--- src/lsu_pkg.sv ---
`default_nettype none

package lsu_pkg;

   // --------------------------------------------------
   // widths
   // --------------------------------------------------

   // address and register word
   localparam int XLEN = 32;
   // one bus beat
   localparam int BUS_W = 64;
   localparam int BUS_STRB_W = BUS_W / 8;
   // operation code from the issue side
   localparam int OP_W = 7;

   // access size codes kept in the load control
   localparam logic [1:0] SIZE_B = 2'd0;
   localparam logic [1:0] SIZE_H = 2'd1;
   localparam logic [1:0] SIZE_W = 2'd2;

   // --------------------------------------------------
   // vector types
   // --------------------------------------------------

   typedef logic [XLEN-1:0] addr_t;
   typedef logic [XLEN-1:0] word_t;
   typedef logic [BUS_W-1:0] bus_data_t;
   typedef logic [BUS_STRB_W-1:0] bus_strb_t;
   // byte enables inside one word
   typedef logic [XLEN/8-1:0] word_strb_t;

   // operation codes, loads in the low range and stores from 8 up
   typedef enum logic [OP_W-1:0] {
      IDLE  = 7'h00,
      LD_B  = 7'h01,
      LD_H  = 7'h02,
      LD_W  = 7'h03,
      LD_BU = 7'h04,
      LD_HU = 7'h05,
      ST_B  = 7'h09,
      ST_H  = 7'h0a,
      ST_W  = 7'h0b
   } lsu_op_t;

   // --------------------------------------------------
   // stage structs
   // --------------------------------------------------

   // one issue from the execution side
   typedef struct packed {
      lsu_op_t op;
      addr_t   base;
      addr_t   offset;
      word_t   wdata;
   } lsu_req_s;

   // what the load return path needs to narrow the data
   typedef struct packed {
      logic [1:0] size;
      logic       sign_ext;
      // address bits 2..0
      logic [2:0] shift;
   } lsu_load_ctl_s;

   // ls2 payload
   typedef struct packed {
      addr_t         addr;
      logic          is_load;
      logic          is_store;
      // already replicated over the byte lanes
      word_t         wdata;
      word_strb_t    wstrb;
      lsu_load_ctl_s ld_ctl;
   } lsu_ls2_s;

endpackage

`default_nettype wire

--- src/lsu_issue.sv ---
`default_nettype none

module lsu_issue (
   input  wire                  clk,
   input  wire                  rst,
   // single cycle issue pulse
   input  wire                  ecl_lsu_valid_e,
   input  lsu_pkg::lsu_req_s    ecl_lsu_req_e,
   // alignment exception
   output logic                 lsu_ecl_except_ale_ls1,
   output lsu_pkg::addr_t       lsu_csr_except_badv_ls1,
   // ls2 stage
   output logic                 lsu_valid_ls2,
   output lsu_pkg::lsu_ls2_s    lsu_ls2
);

   import lsu_pkg::*;

   logic       valid_ls1;
   lsu_req_s   req_ls1;
   addr_t      addr_ls1;
   logic       is_load_ls1;
   logic       is_store_ls1;
   logic [1:0] size_ls1;
   logic       sign_ls1;
   logic       misalign_ls1;
   word_t      wdata_ls1;
   word_strb_t wstrb_ls1;
   lsu_ls2_s   ls2_d;

   // --------------------------------------------------
   // ls1 capture
   // --------------------------------------------------

   // valid follows the pulse, one cycle in ls1
   always_ff @(posedge clk) begin
      if (rst) begin
         valid_ls1 <= 1'b0;
      end else begin
         valid_ls1 <= ecl_lsu_valid_e;
      end
   end

   // operands held until the next issue
   always_ff @(posedge clk) begin
      if (ecl_lsu_valid_e) begin
         req_ls1 <= ecl_lsu_req_e;
      end
   end

   // --------------------------------------------------
   // address and decode
   // --------------------------------------------------

   assign addr_ls1 = req_ls1.base + req_ls1.offset;

   always_comb begin
      is_load_ls1  = 1'b0;
      is_store_ls1 = 1'b0;
      size_ls1     = SIZE_W;
      sign_ls1     = 1'b0;
      case (req_ls1.op)
         LD_B: begin
            is_load_ls1 = 1'b1;
            size_ls1    = SIZE_B;
            sign_ls1    = 1'b1;
         end
         LD_H: begin
            is_load_ls1 = 1'b1;
            size_ls1    = SIZE_H;
            sign_ls1    = 1'b1;
         end
         LD_W: begin
            is_load_ls1 = 1'b1;
            sign_ls1    = 1'b1;
         end
         LD_BU: begin
            is_load_ls1 = 1'b1;
            size_ls1    = SIZE_B;
         end
         LD_HU: begin
            is_load_ls1 = 1'b1;
            size_ls1    = SIZE_H;
         end
         ST_B: begin
            is_store_ls1 = 1'b1;
            size_ls1     = SIZE_B;
         end
         ST_H: begin
            is_store_ls1 = 1'b1;
            size_ls1     = SIZE_H;
         end
         ST_W: begin
            is_store_ls1 = 1'b1;
         end
         default: begin
            // idle and unknown codes do nothing
            is_load_ls1  = 1'b0;
            is_store_ls1 = 1'b0;
         end
      endcase
   end

   // halfword on 2 bytes, word on 4 bytes
   assign misalign_ls1 = (is_load_ls1 | is_store_ls1) &
                         (((size_ls1 == SIZE_H) & addr_ls1[0]) |
                          ((size_ls1 == SIZE_W) & (addr_ls1[1:0] != 2'b00)));

   assign lsu_ecl_except_ale_ls1  = valid_ls1 & misalign_ls1;
   assign lsu_csr_except_badv_ls1 = addr_ls1;

   // --------------------------------------------------
   // store lane formatting
   // --------------------------------------------------

   // data copied to every lane, strobe picks the lane
   always_comb begin
      case (size_ls1)
         SIZE_B: begin
            wdata_ls1 = {4{req_ls1.wdata[7:0]}};
            wstrb_ls1 = 4'b0001 << addr_ls1[1:0];
         end
         SIZE_H: begin
            wdata_ls1 = {2{req_ls1.wdata[15:0]}};
            wstrb_ls1 = 4'b0011 << addr_ls1[1:0];
         end
         default: begin
            wdata_ls1 = req_ls1.wdata;
            wstrb_ls1 = 4'b1111;
         end
      endcase
   end

   always_comb begin
      ls2_d.addr            = addr_ls1;
      ls2_d.is_load         = is_load_ls1;
      ls2_d.is_store        = is_store_ls1;
      ls2_d.wdata           = wdata_ls1;
      ls2_d.wstrb           = wstrb_ls1;
      ls2_d.ld_ctl.size     = size_ls1;
      ls2_d.ld_ctl.sign_ext = sign_ls1;
      ls2_d.ld_ctl.shift    = addr_ls1[2:0];
   end

   // --------------------------------------------------
   // ls2 register
   // --------------------------------------------------

   // misaligned ops stop here, no bus request
   always_ff @(posedge clk) begin
      if (rst) begin
         lsu_valid_ls2 <= 1'b0;
      end else begin
         lsu_valid_ls2 <= valid_ls1 & (is_load_ls1 | is_store_ls1) & ~misalign_ls1;
      end
   end

   always_ff @(posedge clk) begin
      if (valid_ls1) begin
         lsu_ls2 <= ls2_d;
      end
   end

   // core stalls while an op sits in ls1 or ls2
   a_one_in_flight: assert property (@(posedge clk) disable iff (rst)
      ecl_lsu_valid_e |-> !(valid_ls1 || lsu_valid_ls2));

endmodule

`default_nettype wire

--- src/lsu_biu_req.sv ---
`default_nettype none

module lsu_biu_req (
   input  wire                  clk,
   input  wire                  rst,
   input  wire                  lsu_valid_ls2,
   input  lsu_pkg::lsu_ls2_s    lsu_ls2,
   input  wire                  biu_lsu_rd_ack_ls2,
   input  wire                  biu_lsu_wr_ack_ls2,
   // read channel
   output logic                 lsu_biu_rd_req_ls2,
   output lsu_pkg::addr_t       lsu_biu_rd_addr_ls2,
   // write channel
   output logic                 lsu_biu_wr_req_ls2,
   output lsu_pkg::addr_t       lsu_biu_wr_addr_ls2,
   output lsu_pkg::bus_data_t   lsu_biu_wr_data_ls2,
   output lsu_pkg::bus_strb_t   lsu_biu_wr_strb_ls2
);

   import lsu_pkg::*;

   logic     rd_req_q;
   logic     wr_req_q;
   lsu_ls2_s pay_q;
   lsu_ls2_s pay;
   addr_t    bus_addr;

   // --------------------------------------------------
   // request hold
   // --------------------------------------------------

   // rises with ls2, held by the flop until the ack cycle
   assign lsu_biu_rd_req_ls2 = rd_req_q | (lsu_valid_ls2 & lsu_ls2.is_load);
   assign lsu_biu_wr_req_ls2 = wr_req_q | (lsu_valid_ls2 & lsu_ls2.is_store);

   always_ff @(posedge clk) begin
      if (rst) begin
         rd_req_q <= 1'b0;
         wr_req_q <= 1'b0;
      end else begin
         // drops the cycle after the ack
         rd_req_q <= lsu_biu_rd_req_ls2 & ~biu_lsu_rd_ack_ls2;
         wr_req_q <= lsu_biu_wr_req_ls2 & ~biu_lsu_wr_ack_ls2;
      end
   end

   // payload copy for the cycles after ls2
   always_ff @(posedge clk) begin
      if (lsu_valid_ls2) begin
         pay_q <= lsu_ls2;
      end
   end

   assign pay = lsu_valid_ls2 ? lsu_ls2 : pay_q;

   // --------------------------------------------------
   // 64-bit lane placement
   // --------------------------------------------------

   // beat aligned address
   assign bus_addr = {pay.addr[XLEN-1:3], 3'b000};

   assign lsu_biu_rd_addr_ls2 = bus_addr;
   assign lsu_biu_wr_addr_ls2 = bus_addr;

   // addr bit 2 picks the upper word of the beat
   assign lsu_biu_wr_data_ls2 = pay.addr[2] ? {pay.wdata, {XLEN{1'b0}}}
                                            : {{XLEN{1'b0}}, pay.wdata};
   assign lsu_biu_wr_strb_ls2 = pay.addr[2] ? {pay.wstrb, {(XLEN/8){1'b0}}}
                                            : {{(XLEN/8){1'b0}}, pay.wstrb};

   // only one op in flight
   a_no_rd_wr: assert property (@(posedge clk) disable iff (rst)
      !(lsu_biu_rd_req_ls2 && lsu_biu_wr_req_ls2));

   // bus side never acks what was not asked
   a_rd_ack_req: assert property (@(posedge clk) disable iff (rst)
      biu_lsu_rd_ack_ls2 |-> lsu_biu_rd_req_ls2);
   a_wr_ack_req: assert property (@(posedge clk) disable iff (rst)
      biu_lsu_wr_ack_ls2 |-> lsu_biu_wr_req_ls2);

endmodule

`default_nettype wire

--- src/lsu_load_align.sv ---
`default_nettype none

module lsu_load_align (
   input  wire                    clk,
   input  wire                    rst,
   input  wire                    lsu_valid_ls2,
   input  lsu_pkg::lsu_load_ctl_s ld_ctl,
   // bus return beat
   input  wire                    biu_lsu_data_valid_ls3,
   input  lsu_pkg::bus_data_t     biu_lsu_data_ls3,
   // result to the execution side
   output logic                   lsu_ecl_data_valid_ls3,
   output lsu_pkg::word_t         lsu_ecl_data_ls3
);

   import lsu_pkg::*;

   lsu_load_ctl_s ctl_q;
   word_t         word_sel;
   logic [7:0]    byte_sel;
   logic [15:0]   half_sel;

   // --------------------------------------------------
   // lane control
   // --------------------------------------------------

   // kept from ls2 until the beat comes back
   always_ff @(posedge clk) begin
      if (rst) begin
         ctl_q <= '0;
      end else if (lsu_valid_ls2) begin
         ctl_q <= ld_ctl;
      end
   end

   // --------------------------------------------------
   // select and extend
   // --------------------------------------------------

   // upper or lower word of the beat
   assign word_sel = ctl_q.shift[2] ? biu_lsu_data_ls3[BUS_W-1:XLEN]
                                    : biu_lsu_data_ls3[XLEN-1:0];

   always_comb begin
      case (ctl_q.shift[1:0])
         2'b00:   byte_sel = word_sel[7:0];
         2'b01:   byte_sel = word_sel[15:8];
         2'b10:   byte_sel = word_sel[23:16];
         default: byte_sel = word_sel[31:24];
      endcase
   end

   // halfword is 2-byte aligned, bit 1 is enough
   assign half_sel = ctl_q.shift[1] ? word_sel[31:16] : word_sel[15:0];

   always_comb begin
      case (ctl_q.size)
         SIZE_B: begin
            lsu_ecl_data_ls3 = {{24{ctl_q.sign_ext & byte_sel[7]}}, byte_sel};
         end
         SIZE_H: begin
            lsu_ecl_data_ls3 = {{16{ctl_q.sign_ext & half_sel[15]}}, half_sel};
         end
         default: begin
            lsu_ecl_data_ls3 = word_sel;
         end
      endcase
   end

   // data valid straight from the bus strobe
   assign lsu_ecl_data_valid_ls3 = biu_lsu_data_valid_ls3;

endmodule

`default_nettype wire

--- src/lsu_top.sv ---
`default_nettype none

module lsu_top (
   input  wire                  clk,
   input  wire                  rst,

   // --------------------------------------------------
   // execution side
   // --------------------------------------------------
   input  wire                  ecl_lsu_valid_e,
   input  lsu_pkg::lsu_req_s    ecl_lsu_req_e,
   output logic                 lsu_ecl_data_valid_ls3,
   output lsu_pkg::word_t       lsu_ecl_data_ls3,
   output logic                 lsu_ecl_except_ale_ls1,
   output lsu_pkg::addr_t       lsu_csr_except_badv_ls1,

   // --------------------------------------------------
   // bus interface
   // --------------------------------------------------
   // read
   output logic                 lsu_biu_rd_req_ls2,
   output lsu_pkg::addr_t       lsu_biu_rd_addr_ls2,
   input  wire                  biu_lsu_rd_ack_ls2,
   input  wire                  biu_lsu_data_valid_ls3,
   input  lsu_pkg::bus_data_t   biu_lsu_data_ls3,
   // write
   output logic                 lsu_biu_wr_req_ls2,
   output lsu_pkg::addr_t       lsu_biu_wr_addr_ls2,
   output lsu_pkg::bus_data_t   lsu_biu_wr_data_ls2,
   output lsu_pkg::bus_strb_t   lsu_biu_wr_strb_ls2,
   input  wire                  biu_lsu_wr_ack_ls2
);

   import lsu_pkg::*;

   // ls2 stage shared by both back ends
   logic     lsu_valid_ls2;
   lsu_ls2_s lsu_ls2;

   // ls1 and ls2
   lsu_issue u_issue (
      .clk                     (clk),
      .rst                     (rst),
      .ecl_lsu_valid_e         (ecl_lsu_valid_e),
      .ecl_lsu_req_e           (ecl_lsu_req_e),
      .lsu_ecl_except_ale_ls1  (lsu_ecl_except_ale_ls1),
      .lsu_csr_except_badv_ls1 (lsu_csr_except_badv_ls1),
      .lsu_valid_ls2           (lsu_valid_ls2),
      .lsu_ls2                 (lsu_ls2)
   );

   // bus requests
   lsu_biu_req u_biu_req (
      .clk                 (clk),
      .rst                 (rst),
      .lsu_valid_ls2       (lsu_valid_ls2),
      .lsu_ls2             (lsu_ls2),
      .biu_lsu_rd_ack_ls2  (biu_lsu_rd_ack_ls2),
      .biu_lsu_wr_ack_ls2  (biu_lsu_wr_ack_ls2),
      .lsu_biu_rd_req_ls2  (lsu_biu_rd_req_ls2),
      .lsu_biu_rd_addr_ls2 (lsu_biu_rd_addr_ls2),
      .lsu_biu_wr_req_ls2  (lsu_biu_wr_req_ls2),
      .lsu_biu_wr_addr_ls2 (lsu_biu_wr_addr_ls2),
      .lsu_biu_wr_data_ls2 (lsu_biu_wr_data_ls2),
      .lsu_biu_wr_strb_ls2 (lsu_biu_wr_strb_ls2)
   );

   // load return
   lsu_load_align u_load_align (
      .clk                    (clk),
      .rst                    (rst),
      .lsu_valid_ls2          (lsu_valid_ls2),
      .ld_ctl                 (lsu_ls2.ld_ctl),
      .biu_lsu_data_valid_ls3 (biu_lsu_data_valid_ls3),
      .biu_lsu_data_ls3       (biu_lsu_data_ls3),
      .lsu_ecl_data_valid_ls3 (lsu_ecl_data_valid_ls3),
      .lsu_ecl_data_ls3       (lsu_ecl_data_ls3)
   );

endmodule

`default_nettype wire

--- config.mk ---
export PLATFORM = sky130hd
export DESIGN_NAME = lsu_top
export DESIGN_NICKNAME = d
export VERILOG_FILES = /design/src/lsu_pkg.sv /design/src/lsu_issue.sv /design/src/lsu_biu_req.sv /design/src/lsu_load_align.sv /design/src/lsu_top.sv
export SDC_FILE = /design/constraint.sdc
export NUM_CORES = 1
export LEC_CHECK = 0
export ABC_AREA = 1
export BUFFER_PORTS_ARGS = -buffer_cell sky130_fd_sc_hd__buf_2
export CAP_MARGIN = 20
export CORE_MARGIN = 2
export CORE_UTILIZATION = 57
export CTS_CLUSTER_DIAMETER = 50
export DETAILED_ROUTE_END_ITERATION = 8
export PLACE_DENSITY = 0.87
export SETUP_SLACK_MARGIN = 0.02
export SLEW_MARGIN = 0
export SYNTH_ARGS = -nofsm -noshare
export SYNTH_HDL_FRONTEND = slang
export SYNTH_SLANG_ARGS = --single-unit
--- constraint.sdc ---
create_clock -name clk -period 4.4 [get_ports clk]
set_input_delay 0.66 -clock clk [delete_from_list [all_inputs] [get_ports clk]]
set_output_delay 0.66 -clock clk [all_outputs]
set_load 0.01 [all_outputs]
After elaboration in Yosys (flattened, before gate mapping)
Cells that the tools add are included.
{ "totals": {"reg_bits": 265, "latchBits": 0, "ramBits": 0, "romBits": 0, "out_inout_bits": 204, "elab_cells": 85, "memories": 0} }
{ "classes": {"n_addsub": 1, "n_mul": 0, "div": 0, "n_lt_le_gt_ge": 0, "n_eq_ne": 13, "shift": 2, "muxes": 13, "bitwise_logic": 19, "n_reduce_logical": 9} }
{ "ops": {"columns": ["operator", "count"], "rows": [
  ["case mux 32 bit (2 select lines)", 2],
  ["2-to-1 mux 76 bit", 1],
  ["2-to-1 mux 64 bit", 1],
  ["adder 32 bit", 1],
  ["2-to-1 mux 32 bit", 1],
  ["case mux 8 bit (3 select lines)", 1],
  ["equality test 7 x 4 -> 1 bit (second input constant)", 3],
  ["2-to-1 mux 16 bit", 1],
  ["equality test 7 x 2 -> 1 bit (second input constant)", 2],
  ["equality test 7 x 3 -> 1 bit (second input constant)", 2],
  ["bitwise AND 1 bit", 12],
  ["OR reduction 3 bit", 4],
  ["2-to-1 mux 8 bit", 1],
  ["case mux 4 bit (2 select lines)", 1],
  ["equality test 7 x 1 -> 1 bit (second input constant)", 1],
  ["equality test 2 x 1 -> 1 bit (second input constant)", 3],
  ["zero test 2 bit", 3],
  ["OR reduction 5 bit", 1],
  ["equality test 2 bit (second input constant)", 2],
  ["bitwise OR 1 bit", 4],
  ["case mux 2 bit (2 select lines)", 1],
  ["left shift 1 x 2 -> 4 bit (first input constant)", 1],
  ["left shift 2 x 2 -> 4 bit (first input constant)", 1],
  ["2-to-1 mux 1 bit", 3],
  ["other kinds (2)", 4]
]} }

Depth between registers and ports, before layout
{ "depth": {"word_depth": 9, "ltp_mapped": 11, "depth_no_buf": 11} }

Modules after synthesis
From an unflattened synthesis, not the netlist that was laid out.
{ "unflattened": {"cells_unflattened": 1594, "hier_area_um2": 13421.6} }
{ "modules_own_cells": {"columns": ["mod", "n_inst", "cells_per_inst", "area_each_um2", "seq_area_each_um2"], "rows": [
  ["lsu_issue", 1, 788, 8195.4, 5325.1],
  ["lsu_biu_req", 1, 550, 3936.3, 1361.3],
  ["lsu_load_align", 1, 256, 1290.0, 120.1]
]} }

Least setup slack after synthesis
OpenSTA, ideal clock, no wires.
{ "synth_timing": {"path_type": "flip-flop to output port", "start": "register u_issue.valid_ls1", "end": "output lsu_ecl_except_ale_ls1", "arrival_time_ns": 2.311, "t_required_ns": 3.740, "path_slack_ns": 1.429, "path_stages_with_launch": 3, "cell_sequence": "dfxtp_1 -> inv_1 -> nor2_1"} }
{ "synth_between": {"elab_chain_len": 1} }
{ "synth_rtl": {"columns": ["element", "line_no", "source"], "rows": [
  ["start: declaration", "lsu_issue.sv:19", "logic valid_ls1;"],
  ["start signal: assignment", "lsu_issue.sv:40", "valid_ls1 <= ecl_lsu_valid_e;"],
  ["bitwise AND 1 bit", "lsu_issue.sv:109", "assign lsu_ecl_except_ale_ls1 = valid_ls1 & misalign_ls1;"],
  ["end: declaration", "lsu_top.sv:14", "output logic lsu_ecl_except_ale_ls1,"]
]} }
Every way passes these cells.

Final worst setup path
{ "layout_timing": {"start": "register u_issue.lsu_valid_ls2", "end": "output lsu_biu_wr_data_ls2[53]"} }
{ "layout_between": {"elab_chain_len": 2} }
{ "layout_rtl": {"columns": ["element", "line_no", "source"], "rows": [
  ["start: declaration", "lsu_issue.sv:13", "output logic lsu_valid_ls2,"],
  ["start signal: assignment", "lsu_issue.sv:154", "lsu_valid_ls2 <= valid_ls1 & (is_load_ls1 | is_store_ls1) & ~misalign_ls1;"],
  ["2-to-1 mux 76 bit", "lsu_biu_req.sv:54", "assign pay = lsu_valid_ls2 ? lsu_ls2 : pay_q;"],
  ["2-to-1 mux 64 bit", "lsu_biu_req.sv:67", "assign lsu_biu_wr_data_ls2 = pay.addr[2] ? {pay.wdata, {XLEN{1'b0}}}"],
  ["end: declaration", "lsu_top.sv:29", "output lsu_pkg::bus_data_t lsu_biu_wr_data_ls2,"]
]} }
Every way passes these cells.

==> flow_summary.json <==
{
  "outcome": "finished, final reports clean",
  "clock_skew_ns": 0.01204,
  "seqPwrFrac_pct": 45.9,
  "criticalPathCategory": "flop to output port",
  "placedCellCount": 2064,
  "die_w_um": 154.3,
  "yosys.cell_types.count": 36,
  "final-hold-violation-count": 0,
  "synth_seq_cells": 252,
  "syn_inst": 1506,
  "peakVddDrop_uv": 368.9,
  "min_period_over_period_pct": 80.08,
  "avgSynthCellArea_um2": 8.553,
  "num_vias": 10450,
  "fp.dieArea_mm2": 0.02382,
  "grt_pass1_wl_um": 48160,
  "hpwl_um": 23040,
  "reg2reg_to": "u_issue.lsu_ls2[36]$_DFFE_PP_",
  "place_congestion": 0.9426,
  "slew_violations": 0,
  "worstHoldStart": "ecl_lsu_req_e[98]",
  "fp.coreArea_mm2": 0.02243,
  "reg2reg_slack_ns": 1.63,
  "worst_pin_slew_ns": 1.012,
  "worstPathMaxFanout": 67,
  "rsz0062_at_grt": "false",
  "drt-initial-drc-count": 730,
  "track_usage_pct": 25.10,
  "clock-sinks": 252,
  "finalSetupViolCount": 0,
  "routed_wirelength_um": 30830,
  "antenna_left": 0,
  "p_int_w": 0.004510,
  "die_h_um": 154.3,
  "pwr-share-clk_pct": 34.8,
  "syn_area_mm2": 0.01288,
  "fin_crit_ns": 3.524,
  "final_cell_count_no_fill": 2120,
  "wl_per_cell_um": 14.54,
  "cts-root-buf": "clkbuf_16",
  "yosysSeqAreaShare_pct": 52.84,
  "start_util_pct": 57.42,
  "h-tree-depth": 1,
  "clk-insertion-delay-late_ns": 0.54,
  "antenna_found_initial": 2,
  "post_cts_buffers": 0,
  "setup_tns_ns": 0,
  "p_leak_nw": 8.490,
  "switching_power_w": 0.001831,
  "ff2ff_path_depth": 7,
  "yosys_warnings": 0,
  "cp.required_ns": 3.74,
  "holdBufCountCts": 0,
  "hold-path-endpoint": "u_issue.req_ls1[98]$_DFFE_PP_",
  "cts_made_buffers": 29,
  "grt_max_degree": 86,
  "switching_share_pct": 28.87,
  "whs_ns": 0.2869,
  "num-nets-final": 2015,
  "hold-path-cell-count": 1,
  "drcViolationCount": 0,
  "viasPerCell": 4.931,
  "fmax_mhz": 283.8,
  "clkTransAtPathRegs_ns": 0.06,
  "num_io_pins": 377,
  "cts_buffer_depth": 3,
  "final_layout_size_suffix_gt1_share_pct": 27.71,
  "grt_pass1_vias": 9882,
  "power.density_mw_per_mm2": 414.5,
  "p_comb_share_pct": 19.4,
  "p_total_w": 0.006341,
  "hp-class": "input port to flop",
  "io_buffers": 368,
  "drtPass1Iterations": 6,
  "critPathCaptureType": "output port",
  "cts_resized": 0,
  "maxSlewHeadroom_pct": 32.53,
  "cts_tree": "yes",
  "r2r-start": "u_issue.req_ls1[98]$_DFFE_PP_",
  "grt_overflow_total": 0,
  "syn_to_final_growth_pct": 18.76,
  "cap_viol_max_count": 0,
  "cp.arrival_ns": 2.86,
  "rows": 55,
  "startpoint_type": "flop"
}
-- how the worst max path moves through the flow --
stage | startpoint | end | slack (ns) | cells past startpoint
2_1_floorplan | u_issue.valid_ls1$_SDFF_PP0_ | lsu_ecl_except_ale_ls1 | 1.43 | 2
3_3_place_gp | u_issue.lsu_valid_ls2$_SDFF_PP0_ | lsu_biu_wr_data_ls2[7] | 1.57 | 7
3_5_place_dp | u_issue.lsu_valid_ls2$_SDFF_PP0_ | lsu_biu_wr_data_ls2[53] | 1.47 | 8
4_1_cts | u_issue.lsu_valid_ls2$_SDFF_PP0_ | lsu_biu_wr_data_ls2[53] | 0.87 | 8
5_1_grt | u_issue.lsu_valid_ls2$_SDFF_PP0_ | lsu_biu_wr_data_ls2[53] | 0.61 | 8
6_report | u_issue.lsu_valid_ls2$_SDFF_PP0_ | lsu_biu_wr_data_ls2[53] | 0.88 | 8
-- state kept, by name, summed over array words and instances (netlist names) --
name / count
u_biu_req.pay_q: 66
u_biu_req.rd_req_q: 1
u_biu_req.wr_req_q: 1
u_issue.lsu_ls2: 73
u_issue.lsu_valid_ls2: 1
u_issue.req_ls1: 103
u_issue.valid_ls1: 1
u_load_align.ctl_q: 6
-- layout make-up --
cell class | instances | area [µm²]
antenna | 2 | 5.005
timing repair buffer | 373 | 1882
fill | 1765 | 7137
inverter | 231 | 867.1
multi-input combinational | 923 | 4479
tap | 285 | 356.6
clock inverter | 17 | 120.1
clock buffer | 37 | 775.7
sequential | 252 | 6812
-- Yosys cell counts --
cell type / n / area, µm²
a21o_1: 4 / 30.03
a21oi_1: 25 / 125.1
buf_12: 2 / 40.04
buf_2: 16 / 80.08
buf_4: 66 / 495.5
buf_6: 7 / 78.83
clkbuf_1: 14 / 52.55
conb_1: 1 / 3.750
dfxtp_1: 76 / 1521
edfxtp_1: 176 / 5285
fa_1: 1 / 20.02
ha_1: 31 / 387.9
inv_1: 228 / 855.8
inv_2: 3 / 11.26
mux2i_1: 14 / 140.1
nand2_1: 524 / 1967
nand2_2: 6 / 37.54
nand2_4: 1 / 11.26
nand3_1: 44 / 220.2
nand3_2: 22 / 220.2
nand3_4: 1 / 17.52
nand4_1: 3 / 18.77
nand4_2: 1 / 12.51
nand4_4: 1 / 21.27
nor2_1: 89 / 334.1
nor2_2: 1 / 6.260
nor3_1: 7 / 35.03
o211ai_1: 1 / 7.510
o21ai_0: 57 / 285.3
o21ai_1: 8 / 40.04
o21ai_2: 1 / 8.760
o21bai_1: 3 / 22.52
o22ai_1: 7 / 43.79
or2_2: 50 / 312.8
xnor2_1: 1 / 8.760
xor2_1: 14 / 122.6
-- per-stage QoR --
step	util [%]	area [µm²]	worst slack, ns
after detailed placement	64.17	14400	1.467
after global placement	64.17	14400	1.568
after global routing	68.19	15300	0.6128
after floorplan	-	12900	1.429
after CTS	68.17	15290	0.8704
final	68.19	15300	0.8765
-- layer usage --
| layer | wire (µm) | GRT usage, % | vias to the layer above | share of wire (%) |
|---|---|---|---|---|
| li1 | - | - | 5265 | - |
| met1 | 12110 | 29.90 | 4682 | 39 |
| met2 | 15240 | 44.65 | 419 | 49 |
| met3 | 2198 | 4.539 | 87 | 7.1 |
| met4 | 1279 | 11.11 | 0 | 4.1 |
| met5 | 0 | 0 | - | 0 |
-- kinds of logic after synthesis --
kind of cell               count (synthesis)  share of synthesized area [%]
other                                      1                        0.02911
DFF                                      252                          52.84
muxes                                     14                          1.088
buffers and inverters                    336                          12.53
and+or+nand+nor                          750                          24.95
adders and majority gates                 32                          3.167
xor gates and xnor gates                  15                          1.020
AOI/OAI and AO/OA                        106                          4.371
-- cells in the final DEF (no fill, tap or decap), types with 2 or more instances in the layout --
cell,synthesis,final
nand2_1,524,524
buf_2,16,367
inv_1,228,227
edfxtp_1,176,176
nor2_1,89,89
dfxtp_1,76,74
o21ai_0,57,57
or2_2,50,50
nand3_1,44,44
ha_1,31,31
clkbuf_16,0,29
a21oi_1,25,25
nand3_2,22,22
mux2i_1,14,14
xor2_1,14,14
o21ai_1,8,8
o22ai_1,7,7
nor3_1,7,7
nand2_2,6,6
conb_1,1,6
clkbuf_1,14,6
buf_4,66,6
clkinv_2,0,5
a21o_1,4,4
inv_2,3,4
clkinvlp_4,0,4
nand4_1,3,3
o21bai_1,3,3
inv_6,0,3
clkinv_1,0,3
diode_2,0,2
clkbuf_8,0,2
-- power by group through the flow --
stage	clock network [W]	logic (W)	registers [W]
2_1_floorplan	0	0.000807	0.00292
6_report	0.00220	0.00123	0.00291
5_1_grt	0.00234	0.00137	0.00293
3_3_place_gp	0	0.00119	0.00295
3_5_place_dp	0	0.00122	0.00295
4_1_cts	0.00225	0.00123	0.00291
-- worst max-delay path, stage by stage, from the launching register on --
cell     delay (ns)
dfxtp_2        0.35
buf_4          0.53
inv_2          0.07
nand2_1        0.09
nand2_2        0.53
buf_4          0.43
nand2_1        0.09
inv_1          0.06
buf_2          0.13
No activity file was read; power rests on OpenSTA's default activity.
